===== config.mk =====
export PLATFORM = sky130hd
export DESIGN_NAME = tile_wrapper
export DESIGN_NICKNAME = d
export VERILOG_FILES = /design/src/chiplet_pkg.sv /design/src/bus_endpoint.sv /design/src/link_rx.sv /design/src/link_tx.sv /design/src/tile_router.sv /design/src/tile.sv /design/src/tile_wrapper.sv
export SDC_FILE = /design/constraint.sdc
export NUM_CORES = 2
export LEC_CHECK = 0
export ABC_CLOCK_PERIOD_IN_PS = 9050
export BUFFER_PORTS_ARGS = -buffer_cell sky130_fd_sc_hd__buf_4
export CAP_MARGIN = 25
export CORE_ASPECT_RATIO = 2
export CORE_MARGIN = 5
export CORE_UTILIZATION = 50
export DETAILED_ROUTE_END_ITERATION = 6
export GPL_TIMING_DRIVEN = 1
export PLACE_DENSITY = 0.77
export SYNTH_ARGS = -nofsm -noshare
export SYNTH_HDL_FRONTEND = slang
export SYNTH_SLANG_ARGS = --single-unit

===== constraint.sdc =====
create_clock -name clk -period 9.05 [get_ports clk]
set_input_delay 1.81 -clock clk [delete_from_list [all_inputs] [get_ports clk]]
set_output_delay 1.81 -clock clk [all_outputs]
set_load 0.02 [all_outputs]

===== src/chiplet_pkg.sv =====
package chiplet_pkg;

    localparam int NUM_TILES  = 4;
    localparam int NUM_LINKS  = 2;
    localparam int TILE_ID_W  = 2;
    localparam int LINK_LANES = 4;
    localparam int FLIT_W     = 36;
    localparam int FLIT_BEATS = 9;

    // one flit word, seen as header fields by the router and as lane beats by the links.
    typedef union packed {
        struct packed {
            logic [TILE_ID_W-1:0] dest_tile;
            logic [TILE_ID_W-1:0] src_tile;
            logic [31:0]          payload;
        } fields;
        logic [FLIT_BEATS-1:0][LINK_LANES-1:0] beats; // beat 0 is sent first.
    } flit_u;

    // host register byte offsets.
    localparam logic [31:0] REG_TX_DEST   = 32'h0;
    localparam logic [31:0] REG_TX_DATA   = 32'h4;
    localparam logic [31:0] REG_RX_DATA   = 32'h8;
    localparam logic [31:0] REG_RX_STATUS = 32'hC;

endpackage


===== src/bus_endpoint.sv =====
`timescale 1ns/1ps

module bus_endpoint import chiplet_pkg::*; #(
    parameter int TILE_ID     = 0,
    parameter int QUEUE_DEPTH = 4,
    parameter int ADDR_WIDTH  = 32,
    parameter int DATA_WIDTH  = 32
) (
    input  logic                    clk,
    input  logic                    reset,
    input  logic                    wen,
    input  logic                    ren,
    input  logic [ADDR_WIDTH-1:0]   addr,
    input  logic [DATA_WIDTH-1:0]   wdata,
    input  logic [DATA_WIDTH/8-1:0] strobe,
    output logic [DATA_WIDTH-1:0]   rdata,
    output logic                    error,
    output logic                    request_stall,
    output logic                    tx_valid,
    input  logic                    tx_ready,
    output flit_u                   tx_flit,
    input  logic                    rx_valid,
    output logic                    rx_ready,
    input  flit_u                   rx_flit
);
    localparam int PTR_W = $clog2(QUEUE_DEPTH);
    localparam int CNT_W = $clog2(QUEUE_DEPTH + 1);

    logic [TILE_ID_W-1:0]  dest_tile;
    logic                  dest_we, tx_push, rx_pop;
    logic [1:0]            q_push, q_pop, q_full, q_empty; // index 0 is transmit, 1 is receive.
    logic [CNT_W-1:0]      q_count [2];
    flit_u                 q_out [2];
    flit_u                 tx_new;
    logic [DATA_WIDTH-1:0] status;

    assign q_push = {rx_valid && rx_ready, tx_push};
    assign q_pop  = {rx_pop, tx_valid && tx_ready};

    for (genvar q = 0; q < 2; q++) begin : g_queue
        flit_u            mem [QUEUE_DEPTH];
        logic [PTR_W-1:0] wr_ptr, rd_ptr;
        flit_u            din;

        assign din = (q == 0) ? tx_new : rx_flit;

        always_ff @(posedge clk) begin
            if (reset) begin
                wr_ptr     <= '0;
                rd_ptr     <= '0;
                q_count[q] <= '0;
            end else begin
                if (q_push[q])
                    wr_ptr <= (wr_ptr == PTR_W'(QUEUE_DEPTH - 1)) ? '0 : wr_ptr + 1'b1;
                if (q_pop[q])
                    rd_ptr <= (rd_ptr == PTR_W'(QUEUE_DEPTH - 1)) ? '0 : rd_ptr + 1'b1;
                q_count[q] <= q_count[q] + CNT_W'(q_push[q]) - CNT_W'(q_pop[q]);
            end
        end

        always_ff @(posedge clk) begin
            if (q_push[q]) mem[wr_ptr] <= din;
        end

        assign q_out[q]   = mem[rd_ptr];
        assign q_full[q]  = (q_count[q] == CNT_W'(QUEUE_DEPTH));
        assign q_empty[q] = (q_count[q] == '0);
    end

    assign tx_valid = !q_empty[0];
    assign tx_flit  = q_out[0];
    assign rx_ready = !q_full[1];

    // the host's own tile number goes in as the source.
    always_comb begin
        tx_new.fields.dest_tile = dest_tile;
        tx_new.fields.src_tile  = TILE_ID_W'(TILE_ID);
        tx_new.fields.payload   = wdata[31:0];
    end

    always_comb begin
        status    = '0;
        status[0] = !q_empty[1];
        if (!q_empty[1]) status[2:1] = q_out[1].fields.src_tile;
        status[7:4] = 4'(q_count[1]);
    end

    always_comb begin
        rdata         = '0;
        error         = 1'b0;
        request_stall = 1'b0;
        dest_we       = 1'b0;
        tx_push       = 1'b0;
        rx_pop        = 1'b0;
        if (wen) begin
            case (addr)
                REG_TX_DEST: dest_we = 1'b1;
                REG_TX_DATA: begin
                    if (q_full[0]) request_stall = 1'b1; // host holds the access.
                    else if (strobe != '1) error = 1'b1;
                    else tx_push = 1'b1;
                end
                default: error = 1'b1;
            endcase
        end else if (ren) begin
            case (addr)
                REG_RX_DATA: begin
                    if (q_empty[1]) begin
                        error = 1'b1;
                    end else begin
                        rx_pop = 1'b1;
                        rdata  = DATA_WIDTH'(q_out[1].fields.payload);
                    end
                end
                REG_RX_STATUS: rdata = status;
                default: error = 1'b1;
            endcase
        end
    end

    always_ff @(posedge clk) begin
        if (reset) dest_tile <= '0;
        else if (dest_we) dest_tile <= wdata[TILE_ID_W-1:0];
    end

    // a flit refused by a full receive queue has to wait at the router, unchanged.
    a_rx_held: assert property (@(posedge clk) disable iff (reset)
        rx_valid && !rx_ready |=> rx_valid && $stable(rx_flit));

endmodule


===== src/link_rx.sv =====
`timescale 1ns/1ps

module link_rx import chiplet_pkg::*; #(
    parameter int BUFFER_SIZE = 8
) (
    input  logic                  clk,
    input  logic                  reset,
    input  logic [LINK_LANES-1:0] link_data,
    input  logic                  link_valid,
    output logic                  link_credit,
    output logic                  out_valid,
    input  logic                  out_ready,
    output flit_u                 out_flit
);
    localparam int BEAT_W = $clog2(FLIT_BEATS);
    localparam int PTR_W  = $clog2(BUFFER_SIZE);
    localparam int CNT_W  = $clog2(BUFFER_SIZE + 1);

    logic [BEAT_W-1:0] beat;
    flit_u             shift, assembled;
    flit_u             mem [BUFFER_SIZE];
    logic [PTR_W-1:0]  wr_ptr, rd_ptr;
    logic [CNT_W-1:0]  count;
    logic              push, pop;

    // the last beat goes straight into the buffer with the ones already held.
    always_comb begin
        assembled = shift;
        assembled.beats[FLIT_BEATS-1] = link_data;
    end

    assign push      = link_valid && (beat == BEAT_W'(FLIT_BEATS - 1));
    assign pop       = out_valid && out_ready;
    assign out_valid = (count != '0);
    assign out_flit  = mem[rd_ptr];

    always_ff @(posedge clk) begin
        if (reset) begin
            beat        <= '0;
            wr_ptr      <= '0;
            rd_ptr      <= '0;
            count       <= '0;
            link_credit <= 1'b0;
        end else begin
            if (link_valid) beat <= push ? '0 : beat + 1'b1;
            if (push) wr_ptr <= (wr_ptr == PTR_W'(BUFFER_SIZE - 1)) ? '0 : wr_ptr + 1'b1;
            if (pop) rd_ptr <= (rd_ptr == PTR_W'(BUFFER_SIZE - 1)) ? '0 : rd_ptr + 1'b1;
            count       <= count + CNT_W'(push) - CNT_W'(pop);
            link_credit <= pop; // one credit back per freed slot.
        end
    end

    always_ff @(posedge clk) begin
        if (link_valid && !push) shift.beats[beat] <= link_data;
        if (push) mem[wr_ptr] <= assembled;
    end

    // a full buffer at a flit end means the sender spent a credit it did not have.
    a_no_overflow: assert property (@(posedge clk) disable iff (reset)
        push |-> (count != CNT_W'(BUFFER_SIZE)) || pop);

endmodule


===== src/link_tx.sv =====
`timescale 1ns/1ps

module link_tx import chiplet_pkg::*; #(
    parameter int BUFFER_SIZE = 8
) (
    input  logic                  clk,
    input  logic                  reset,
    input  logic                  in_valid,
    output logic                  in_ready,
    input  flit_u                 in_flit,
    output logic [LINK_LANES-1:0] link_data,
    output logic                  link_valid,
    input  logic                  link_credit
);
    localparam int BEAT_W = $clog2(FLIT_BEATS);
    localparam int CRED_W = $clog2(BUFFER_SIZE + 1);

    logic              busy;
    logic [BEAT_W-1:0] beat;
    logic [CRED_W-1:0] credits;
    flit_u             flit_q;
    logic              start;

    assign in_ready = !busy && (credits != '0);
    assign start    = in_valid && in_ready;

    always_ff @(posedge clk) begin
        if (reset) begin
            busy    <= 1'b0;
            beat    <= '0;
            credits <= CRED_W'(BUFFER_SIZE);
        end else begin
            // the credit is spent at the start of the flit.
            credits <= credits - CRED_W'(start) + CRED_W'(link_credit);
            if (start) begin
                busy <= 1'b1;
                beat <= '0;
            end else if (busy) begin
                if (beat == BEAT_W'(FLIT_BEATS - 1)) busy <= 1'b0;
                else beat <= beat + 1'b1;
            end
        end
    end

    always_ff @(posedge clk) begin
        if (start) flit_q <= in_flit;
    end

    assign link_valid = busy;
    assign link_data  = busy ? flit_q.beats[beat] : '0;

    // more credits than buffer slots means the receiver returned one twice.
    a_credit_bound: assert property (@(posedge clk) disable iff (reset)
        credits <= CRED_W'(BUFFER_SIZE));

endmodule


===== src/tile_router.sv =====
`timescale 1ns/1ps

module tile_router import chiplet_pkg::*; #(
    parameter int TILE_ID = 0
) (
    input  logic  clk,
    input  logic  reset,
    input  logic  local_in_valid,
    output logic  local_in_ready,
    input  flit_u local_in_flit,
    input  logic  link0_in_valid,
    output logic  link0_in_ready,
    input  flit_u link0_in_flit,
    input  logic  link1_in_valid,
    output logic  link1_in_ready,
    input  flit_u link1_in_flit,
    output logic  local_out_valid,
    input  logic  local_out_ready,
    output flit_u local_out_flit,
    output logic  link0_out_valid,
    input  logic  link0_out_ready,
    output flit_u link0_out_flit,
    output logic  link1_out_valid,
    input  logic  link1_out_ready,
    output flit_u link1_out_flit
);
    localparam logic [TILE_ID_W-1:0] ME = TILE_ID_W'(TILE_ID);
    // row 0 tiles reach their x neighbour on link 0, row 1 tiles on link 1.
    localparam logic [1:0] X_PORT = ME[1] ? 2'd2 : 2'd1;
    localparam logic [1:0] Y_PORT = ME[1] ? 2'd1 : 2'd2;

    logic [2:0] in_valid, in_ready, out_valid, out_ready, load_ok;
    flit_u      in_flit [3];
    flit_u      out_flit [3];
    logic [1:0] route [3];
    logic [2:0] grant [3];
    logic [1:0] sel [3];
    logic [1:0] last [3];

    assign in_valid   = {link1_in_valid, link0_in_valid, local_in_valid};
    assign in_flit[0] = local_in_flit;
    assign in_flit[1] = link0_in_flit;
    assign in_flit[2] = link1_in_flit;
    assign out_ready  = {link1_out_ready, link0_out_ready, local_out_ready};
    assign load_ok    = ~out_valid | out_ready;

    always_comb begin
        for (int i = 0; i < 3; i++) begin
            if (in_flit[i].fields.dest_tile == ME) route[i] = 2'd0;
            else if (in_flit[i].fields.dest_tile[0] != ME[0]) route[i] = X_PORT;
            else route[i] = Y_PORT;
        end
    end

    // round-robin search starts just after the input granted last time.
    always_comb begin
        int idx;
        for (int o = 0; o < 3; o++) begin
            grant[o] = '0;
            sel[o]   = last[o];
            for (int k = 1; k <= 3; k++) begin
                idx = (int'(last[o]) + k) % 3;
                if (grant[o] == '0 && in_valid[idx] && route[idx] == 2'(o) && load_ok[o]) begin
                    grant[o][idx] = 1'b1;
                    sel[o]        = 2'(idx);
                end
            end
        end
        for (int i = 0; i < 3; i++) in_ready[i] = grant[0][i] | grant[1][i] | grant[2][i];
    end

    always_ff @(posedge clk) begin
        if (reset) begin
            out_valid <= '0;
            for (int o = 0; o < 3; o++) last[o] <= '0;
        end else begin
            for (int o = 0; o < 3; o++) begin
                if (grant[o] != '0) begin
                    out_valid[o] <= 1'b1;
                    last[o]      <= sel[o];
                end else if (out_ready[o]) begin
                    out_valid[o] <= 1'b0;
                end
            end
        end
    end

    always_ff @(posedge clk) begin
        for (int o = 0; o < 3; o++) begin
            if (grant[o] != '0) out_flit[o] <= in_flit[sel[o]];
        end
    end

    assign {link1_in_ready, link0_in_ready, local_in_ready} = in_ready;
    assign local_out_valid = out_valid[0];
    assign local_out_flit  = out_flit[0];
    assign link0_out_valid = out_valid[1];
    assign link0_out_flit  = out_flit[1];
    assign link1_out_valid = out_valid[2];
    assign link1_out_flit  = out_flit[2];

    // a held flit is for this tile exactly when it waits at the local output.
    for (genvar o = 0; o < 3; o++) begin : g_route_chk
        a_route_match: assert property (@(posedge clk) disable iff (reset)
            out_valid[o] |-> ((out_flit[o].fields.dest_tile == ME) == (o == 0)));
    end

endmodule


===== src/tile.sv =====
`timescale 1ns/1ps

module tile import chiplet_pkg::*; #(
    parameter int TILE_ID     = 0,
    parameter int BUFFER_SIZE = 8,
    parameter int QUEUE_DEPTH = 4,
    parameter int ADDR_WIDTH  = 32,
    parameter int DATA_WIDTH  = 32
) (
    input  logic                                  clk,
    input  logic                                  reset,
    input  logic                                  wen,
    input  logic                                  ren,
    input  logic [ADDR_WIDTH-1:0]                 addr,
    input  logic [DATA_WIDTH-1:0]                 wdata,
    input  logic [DATA_WIDTH/8-1:0]               strobe,
    output logic [DATA_WIDTH-1:0]                 rdata,
    output logic                                  error,
    output logic                                  request_stall,
    input  logic [NUM_LINKS-1:0][LINK_LANES-1:0] link_in_data,
    input  logic [NUM_LINKS-1:0]                  link_in_valid,
    output logic [NUM_LINKS-1:0]                  link_in_credit,
    output logic [NUM_LINKS-1:0][LINK_LANES-1:0] link_out_data,
    output logic [NUM_LINKS-1:0]                  link_out_valid,
    input  logic [NUM_LINKS-1:0]                  link_out_credit
);
    logic                 ep_tx_valid, ep_tx_ready, ep_rx_valid, ep_rx_ready;
    flit_u                ep_tx_flit, ep_rx_flit;
    logic [NUM_LINKS-1:0] rx_valid, rx_ready, tx_valid, tx_ready;
    flit_u                rx_flit [NUM_LINKS];
    flit_u                tx_flit [NUM_LINKS];

    bus_endpoint #(
        .TILE_ID(TILE_ID), .QUEUE_DEPTH(QUEUE_DEPTH),
        .ADDR_WIDTH(ADDR_WIDTH), .DATA_WIDTH(DATA_WIDTH)
    ) u_endpoint (
        .clk, .reset, .wen, .ren, .addr, .wdata, .strobe, .rdata, .error, .request_stall,
        .tx_valid(ep_tx_valid), .tx_ready(ep_tx_ready), .tx_flit(ep_tx_flit),
        .rx_valid(ep_rx_valid), .rx_ready(ep_rx_ready), .rx_flit(ep_rx_flit)
    );

    tile_router #(.TILE_ID(TILE_ID)) u_router (
        .clk, .reset,
        .local_in_valid(ep_tx_valid), .local_in_ready(ep_tx_ready), .local_in_flit(ep_tx_flit),
        .link0_in_valid(rx_valid[0]), .link0_in_ready(rx_ready[0]), .link0_in_flit(rx_flit[0]),
        .link1_in_valid(rx_valid[1]), .link1_in_ready(rx_ready[1]), .link1_in_flit(rx_flit[1]),
        .local_out_valid(ep_rx_valid), .local_out_ready(ep_rx_ready),
        .local_out_flit(ep_rx_flit),
        .link0_out_valid(tx_valid[0]), .link0_out_ready(tx_ready[0]), .link0_out_flit(tx_flit[0]),
        .link1_out_valid(tx_valid[1]), .link1_out_ready(tx_ready[1]), .link1_out_flit(tx_flit[1])
    );

    for (genvar l = 0; l < NUM_LINKS; l++) begin : g_link
        link_rx #(.BUFFER_SIZE(BUFFER_SIZE)) u_rx (
            .clk, .reset,
            .link_data(link_in_data[l]), .link_valid(link_in_valid[l]),
            .link_credit(link_in_credit[l]),
            .out_valid(rx_valid[l]), .out_ready(rx_ready[l]), .out_flit(rx_flit[l])
        );
        link_tx #(.BUFFER_SIZE(BUFFER_SIZE)) u_tx (
            .clk, .reset,
            .in_valid(tx_valid[l]), .in_ready(tx_ready[l]), .in_flit(tx_flit[l]),
            .link_data(link_out_data[l]), .link_valid(link_out_valid[l]),
            .link_credit(link_out_credit[l])
        );
    end

endmodule


===== src/tile_wrapper.sv =====
`timescale 1ns/1ps

module tile_wrapper import chiplet_pkg::*; #(
    parameter int BUFFER_SIZE = 8,
    parameter int QUEUE_DEPTH = 4,
    parameter int ADDR_WIDTH  = 32,
    parameter int DATA_WIDTH  = 32
) (
    input  logic                    clk,
    input  logic                    reset,
    input  logic [NUM_TILES-1:0]    wen,
    input  logic [NUM_TILES-1:0]    ren,
    input  logic [ADDR_WIDTH-1:0]   addr [NUM_TILES],
    input  logic [DATA_WIDTH-1:0]   wdata [NUM_TILES],
    input  logic [DATA_WIDTH/8-1:0] strobe [NUM_TILES],
    output logic [DATA_WIDTH-1:0]   rdata [NUM_TILES],
    output logic [NUM_TILES-1:0]    error,
    output logic [NUM_TILES-1:0]    request_stall
);
    // link l of tile t faces link PEER_LINK[t][l] of tile PEER_TILE[t][l].
    localparam int PEER_TILE [NUM_TILES][NUM_LINKS] = '{'{1, 2}, '{0, 3}, '{0, 3}, '{1, 2}};
    localparam int PEER_LINK [NUM_TILES][NUM_LINKS] = '{'{0, 0}, '{0, 0}, '{1, 1}, '{1, 1}};

    logic [NUM_LINKS-1:0][LINK_LANES-1:0] rx_data [NUM_TILES];
    logic [NUM_LINKS-1:0][LINK_LANES-1:0] tx_data [NUM_TILES];
    logic [NUM_LINKS-1:0]                 rx_valid [NUM_TILES];
    logic [NUM_LINKS-1:0]                 tx_valid [NUM_TILES];
    logic [NUM_LINKS-1:0]                 rx_credit [NUM_TILES];
    logic [NUM_LINKS-1:0]                 tx_credit [NUM_TILES];

    for (genvar t = 0; t < NUM_TILES; t++) begin : g_tile
        tile #(
            .TILE_ID(t), .BUFFER_SIZE(BUFFER_SIZE), .QUEUE_DEPTH(QUEUE_DEPTH),
            .ADDR_WIDTH(ADDR_WIDTH), .DATA_WIDTH(DATA_WIDTH)
        ) u_tile (
            .clk, .reset,
            .wen(wen[t]), .ren(ren[t]), .addr(addr[t]), .wdata(wdata[t]),
            .strobe(strobe[t]), .rdata(rdata[t]), .error(error[t]),
            .request_stall(request_stall[t]),
            .link_in_data(rx_data[t]), .link_in_valid(rx_valid[t]),
            .link_in_credit(rx_credit[t]),
            .link_out_data(tx_data[t]), .link_out_valid(tx_valid[t]),
            .link_out_credit(tx_credit[t])
        );

        // the pairing is symmetric, so credits use the same table backwards.
        for (genvar l = 0; l < NUM_LINKS; l++) begin : g_mesh
            assign rx_data[t][l]   = tx_data[PEER_TILE[t][l]][PEER_LINK[t][l]];
            assign rx_valid[t][l]  = tx_valid[PEER_TILE[t][l]][PEER_LINK[t][l]];
            assign tx_credit[t][l] = rx_credit[PEER_TILE[t][l]][PEER_LINK[t][l]];
        end
    end

endmodule


==> metrics.yaml <==
status:
  status: "finished, final reports clean"
critical_path:
  arrival_ps: 4820
  cp_slowest_cell: "nand2b_1"
  regToRegSetupSlack_ps: 2930
  cp-start-kind: "input pin"
  critPathMaxStageDelay_ps: 640
  cp_common_cell: "buf_4"
  path_max_fanout: 25
  crit_family: "simple AND/OR/NAND/NOR gates"
  required_ps: 7240
  regToRegEndpoint: "g_tile[2].u_tile.u_endpoint.q_count[0][2]"
  critical_path_class: "input pin to output pin"
  path_cells: "buf_4 > nor4_1 > nand4_1 > nor2_1 > nand4b_1 > nand2b_1 > or2_2 > buf_4 > nor2b_1 > buf_4"
  r2r_cells: 18
  critPathBufInv: 3
  worst_setup_path_end_kind: "output pin"
sta:
  slew_violations: 0
  setup_tns_ps: 0
  setup_viol: 0
  holdWs_ps: 376
  min_period_ps: 6630
  worstMarginPinSlew_ps: 1140
  max_clock_freq_ghz: 0.151
  maxSlewHeadroom_pct: 21.5
  rsz0062_at_grt: "no"
  final.setup_skew_ps: 84.6
  finalHoldViolations: 0
  period_share_pct: 73.2
placed_design:
  dp_cells: 15460
  gp_congestion: 0.908
  hpwl_microns: 313000
  port-buffer-count: 417
synthesis:
  synth_edf_count: 4384
  synth_largest_area_cell: "edfxtp_1"
  ys_seq_area_share_pct: 72.4
  ys.warnings.count: 0
  synth_cell_types: 123
  synth_top_area_share_pct: 69.1
  syn_area_per_cell_sq_um: 18.4
  syn-num-nets: 10902
  synth_cells: 10332
  synth_area_sq_mm: 0.190
  synth.most_common_cell: "edfxtp_1"
  ys_top_cells_by_count: "edfxtp_1 (4384), mux4_2 (912), mux2i_1 (574)"
  synthTopCellsByArea: "edfxtp_1 (69%), mux4_2 (11%), dfxtp_1 (3.2%)"
  synthArstFlopShare_pct: 0
  synth-main-ff-cell: "edfxtp_1"
  ys_seq_elements: 4692
clocking:
  path_clk_slew_ps: 70
  root_buffer: "clkbuf_16"
  hold_buffers: 0
  htree_levels: 5
  worstSkewPairLatency_ps: 970
  cts_resized: 0
  cts_buffer_depth: 4
  cts_made_buffers: 382
  postCtsSetupRepairBufs: 0
  cts_tree: "yes"
  cts_sinks: 4692
detailed_routing:
  vias_per_cell: 6.17
  dr.pass1.iters: 7
  drcViolationCount: 0
  dr.first_iter.drc_count: 10160
  num_vias: 99906
  antenna_left: 0
  routed_wirelength_microns: 473000
  routedWlPerCell_microns: 29.3
power:
  p_leak_nw: 69.3
  switching_share_pct: 32.5
  power.total_mw: 65.2
  pwr_density_cell_mw_per_mm2: 306
  power_frac_seq_pct: 45.0
  switchingPower_mw: 21.2
  ir_drop_mv: 0.374
  share_comb_of_total_power_pct: 28.6
  clockPowerShare_pct: 26.4
  p_int_mw: 44.0
die:
  start_util_pct: 50.2
  io_pins: 418
  dieHeight_microns: 883
  dieArea_sq_mm: 0.394
  fp.dieW_microns: 446
  rows: 320
  core_area_sq_mm: 0.380
finish:
  fin_util_pct: 56.2
  drive_gt1_share_pct: 23.2
  seq_area_sq_mm: 0.138
  nFillCells: 27668
  multi_input_area_sq_mm: 0.0495
  fin_nets: 11434
  syn2layout_area_growth_pct: 11.9
  layout.cells.non_filler: 16186
global_routing:
  grt_pass1_wl_microns: 691000
  grt.total_usage_pct: 23.7
  antenna_found_initial: 16
  grt-busiest-layer: "met2"
  grt_max_degree: 104
  grt_use_met2_pct: 42.5
  first_global_vias: 103573
  grt.met3_usage_pct: 3.38
  gr-total-overflow: 0
  met1_usage_pct: 27.4
hold_path:
  holdCritStartpoint: "g_tile[3].u_tile.u_router.out_flit[2][25]"
  whs_path_depth: 0
  hold_path_class: "register to register"
  min_to: "g_tile[3].u_tile.g_link[1].u_tx.flit_q[25]"
job:
  maxCapViolCount: 0
-- worst register-to-register path, delay by kind of cell, from the launching register on --
family / cells / cell delay (ps)
compound gates: 4 / 2230
flops: 1 / 950
simple gates: 6 / 850
buf+inv: 3 / 830
fa+ha+maj: 3 / 810
xor+xnor: 2 / 330
-- kinds of logic (layout without fill, tap and decap cells) --
kind of cell / Yosys count / count (layout) / synth area share, %
AO/OA/AOI/OAI: 883 / 883 / 3.29
XOR/XNOR: 88 / 88 / 0.405
adder cells (fa/ha/maj): 288 / 288 / 1.99
buffers and inverters: 898 / 1748 / 1.99
flip-flops: 4692 / 4692 / 72.4
multiplexers: 1695 / 1695 / 15.1
other: 0 / 13 / 0
AND/OR/NAND/NOR: 1788 / 1788 / 4.88
-- cell usage in the layout (no fill, tap or decap), types with 50 or more instances in the layout --
cell / synthesis / final
edfxtp_1: 4384 / 4384
mux4_2: 912 / 912
buf_4: 37 / 657
mux2i_1: 574 / 567
nor2_1: 453 / 428
clkbuf_16: 0 / 386
inv_1: 365 / 365
dfxtp_1: 308 / 272
nand2_1: 267 / 267
ha_1: 264 / 264
o22ai_1: 216 / 216
mux2_2: 194 / 194
nand3_1: 182 / 181
nor2b_1: 157 / 156
and2_1: 146 / 142
a21oi_1: 120 / 120
nor3_1: 131 / 99
o21ai_0: 99 / 99
nand4_1: 83 / 83
nand2b_1: 77 / 75
clkbuf_1: 273 / 68
nor4_1: 74 / 66
clkinv_2: 0 / 63
or3_1: 59 / 58
xor2_1: 50 / 50
bufinv_16: 0 / 50
-- per-stage QoR --
| step | worst slack [ps] | instance area (sq um) |
|---|---|---|
| 5_1_grt | 2160 | 213000 |
| 2_1_floorplan | 3380 | 190000 |
| 4_1_cts | 2250 | 213000 |
| 3_3_place_gp | 2360 | 200000 |
| 3_5_place_dp | 2270 | 200000 |
| 6_report | 2420 | 213000 |
-- routing by layer --
layer | vias to the layer above | share of wire [%] | wire length [microns]
met4 | 4 | 6.7 | 31800
met2 | 4847 | 53 | 249000
met3 | 1116 | 6.8 | 32200
met5 | - | 0.0065 | 31
met1 | 51539 | 34 | 160000
li1 | 42400 | - | -
-- power groups by stage --
| stage | logic (mW) | clock network [mW] | registers, mW |
|---|---|---|---|
| 2_1_floorplan | 12.8 | 0 | 28.9 |
| 3_3_place_gp | 17.6 | 0 | 29.7 |
| 3_5_place_dp | 18.2 | 0 | 29.9 |
| 4_1_cts | 18.3 | 17.5 | 29.4 |
| 5_1_grt | 19.6 | 18.4 | 29.5 |
| 6_report | 18.6 | 17.2 | 29.3 |
-- flip-flops by register name, summed over array words and instances, names as in the netlist, 32 cells and up, named ones only --
name	flops
g_tile.u_tile.g_link.u_tx.flit_q	288
g_tile.u_tile.g_link.u_tx.beat	32
g_tile.u_tile.g_link.u_rx.count	32
g_tile.u_tile.g_link.u_rx.shift	256
g_tile.u_tile.g_link.u_tx.credits	32
g_tile.u_tile.u_endpoint.g_queue.mem	1088
g_tile.u_tile.g_link.u_rx.mem	2304
g_tile.u_tile.u_router.out_flit	424
g_tile.u_tile.g_link.u_rx.beat	32
-- how the worst max path moves through the flow --
stage              from        end  slack [ps]  cells after the start
2_1_floorplan  addr[27]  rdata[13]        3380                      9
3_3_place_gp   addr[48]  rdata[41]        2360                      9
3_5_place_dp   addr[32]  rdata[43]        2270                      9
4_1_cts        addr[32]  rdata[43]        2250                      9
5_1_grt        addr[70]  rdata[95]        2160                     10
6_report       addr[70]  rdata[85]        2420                     10
-- final cells by class --
cell class / instances / share of cell area, %
multi-input cells: 4742 / 23.2
flip-flops and latches: 4692 / 64.7
repair buffers: 671 / 2.44
well taps: 4991 / 2.93
clock buffers: 480 / 4.82
clock inverters: 222 / 1.27
diodes: 13 / 0.0153
inverters: 375 / 0.661
(Power assumes the default switching activity.)
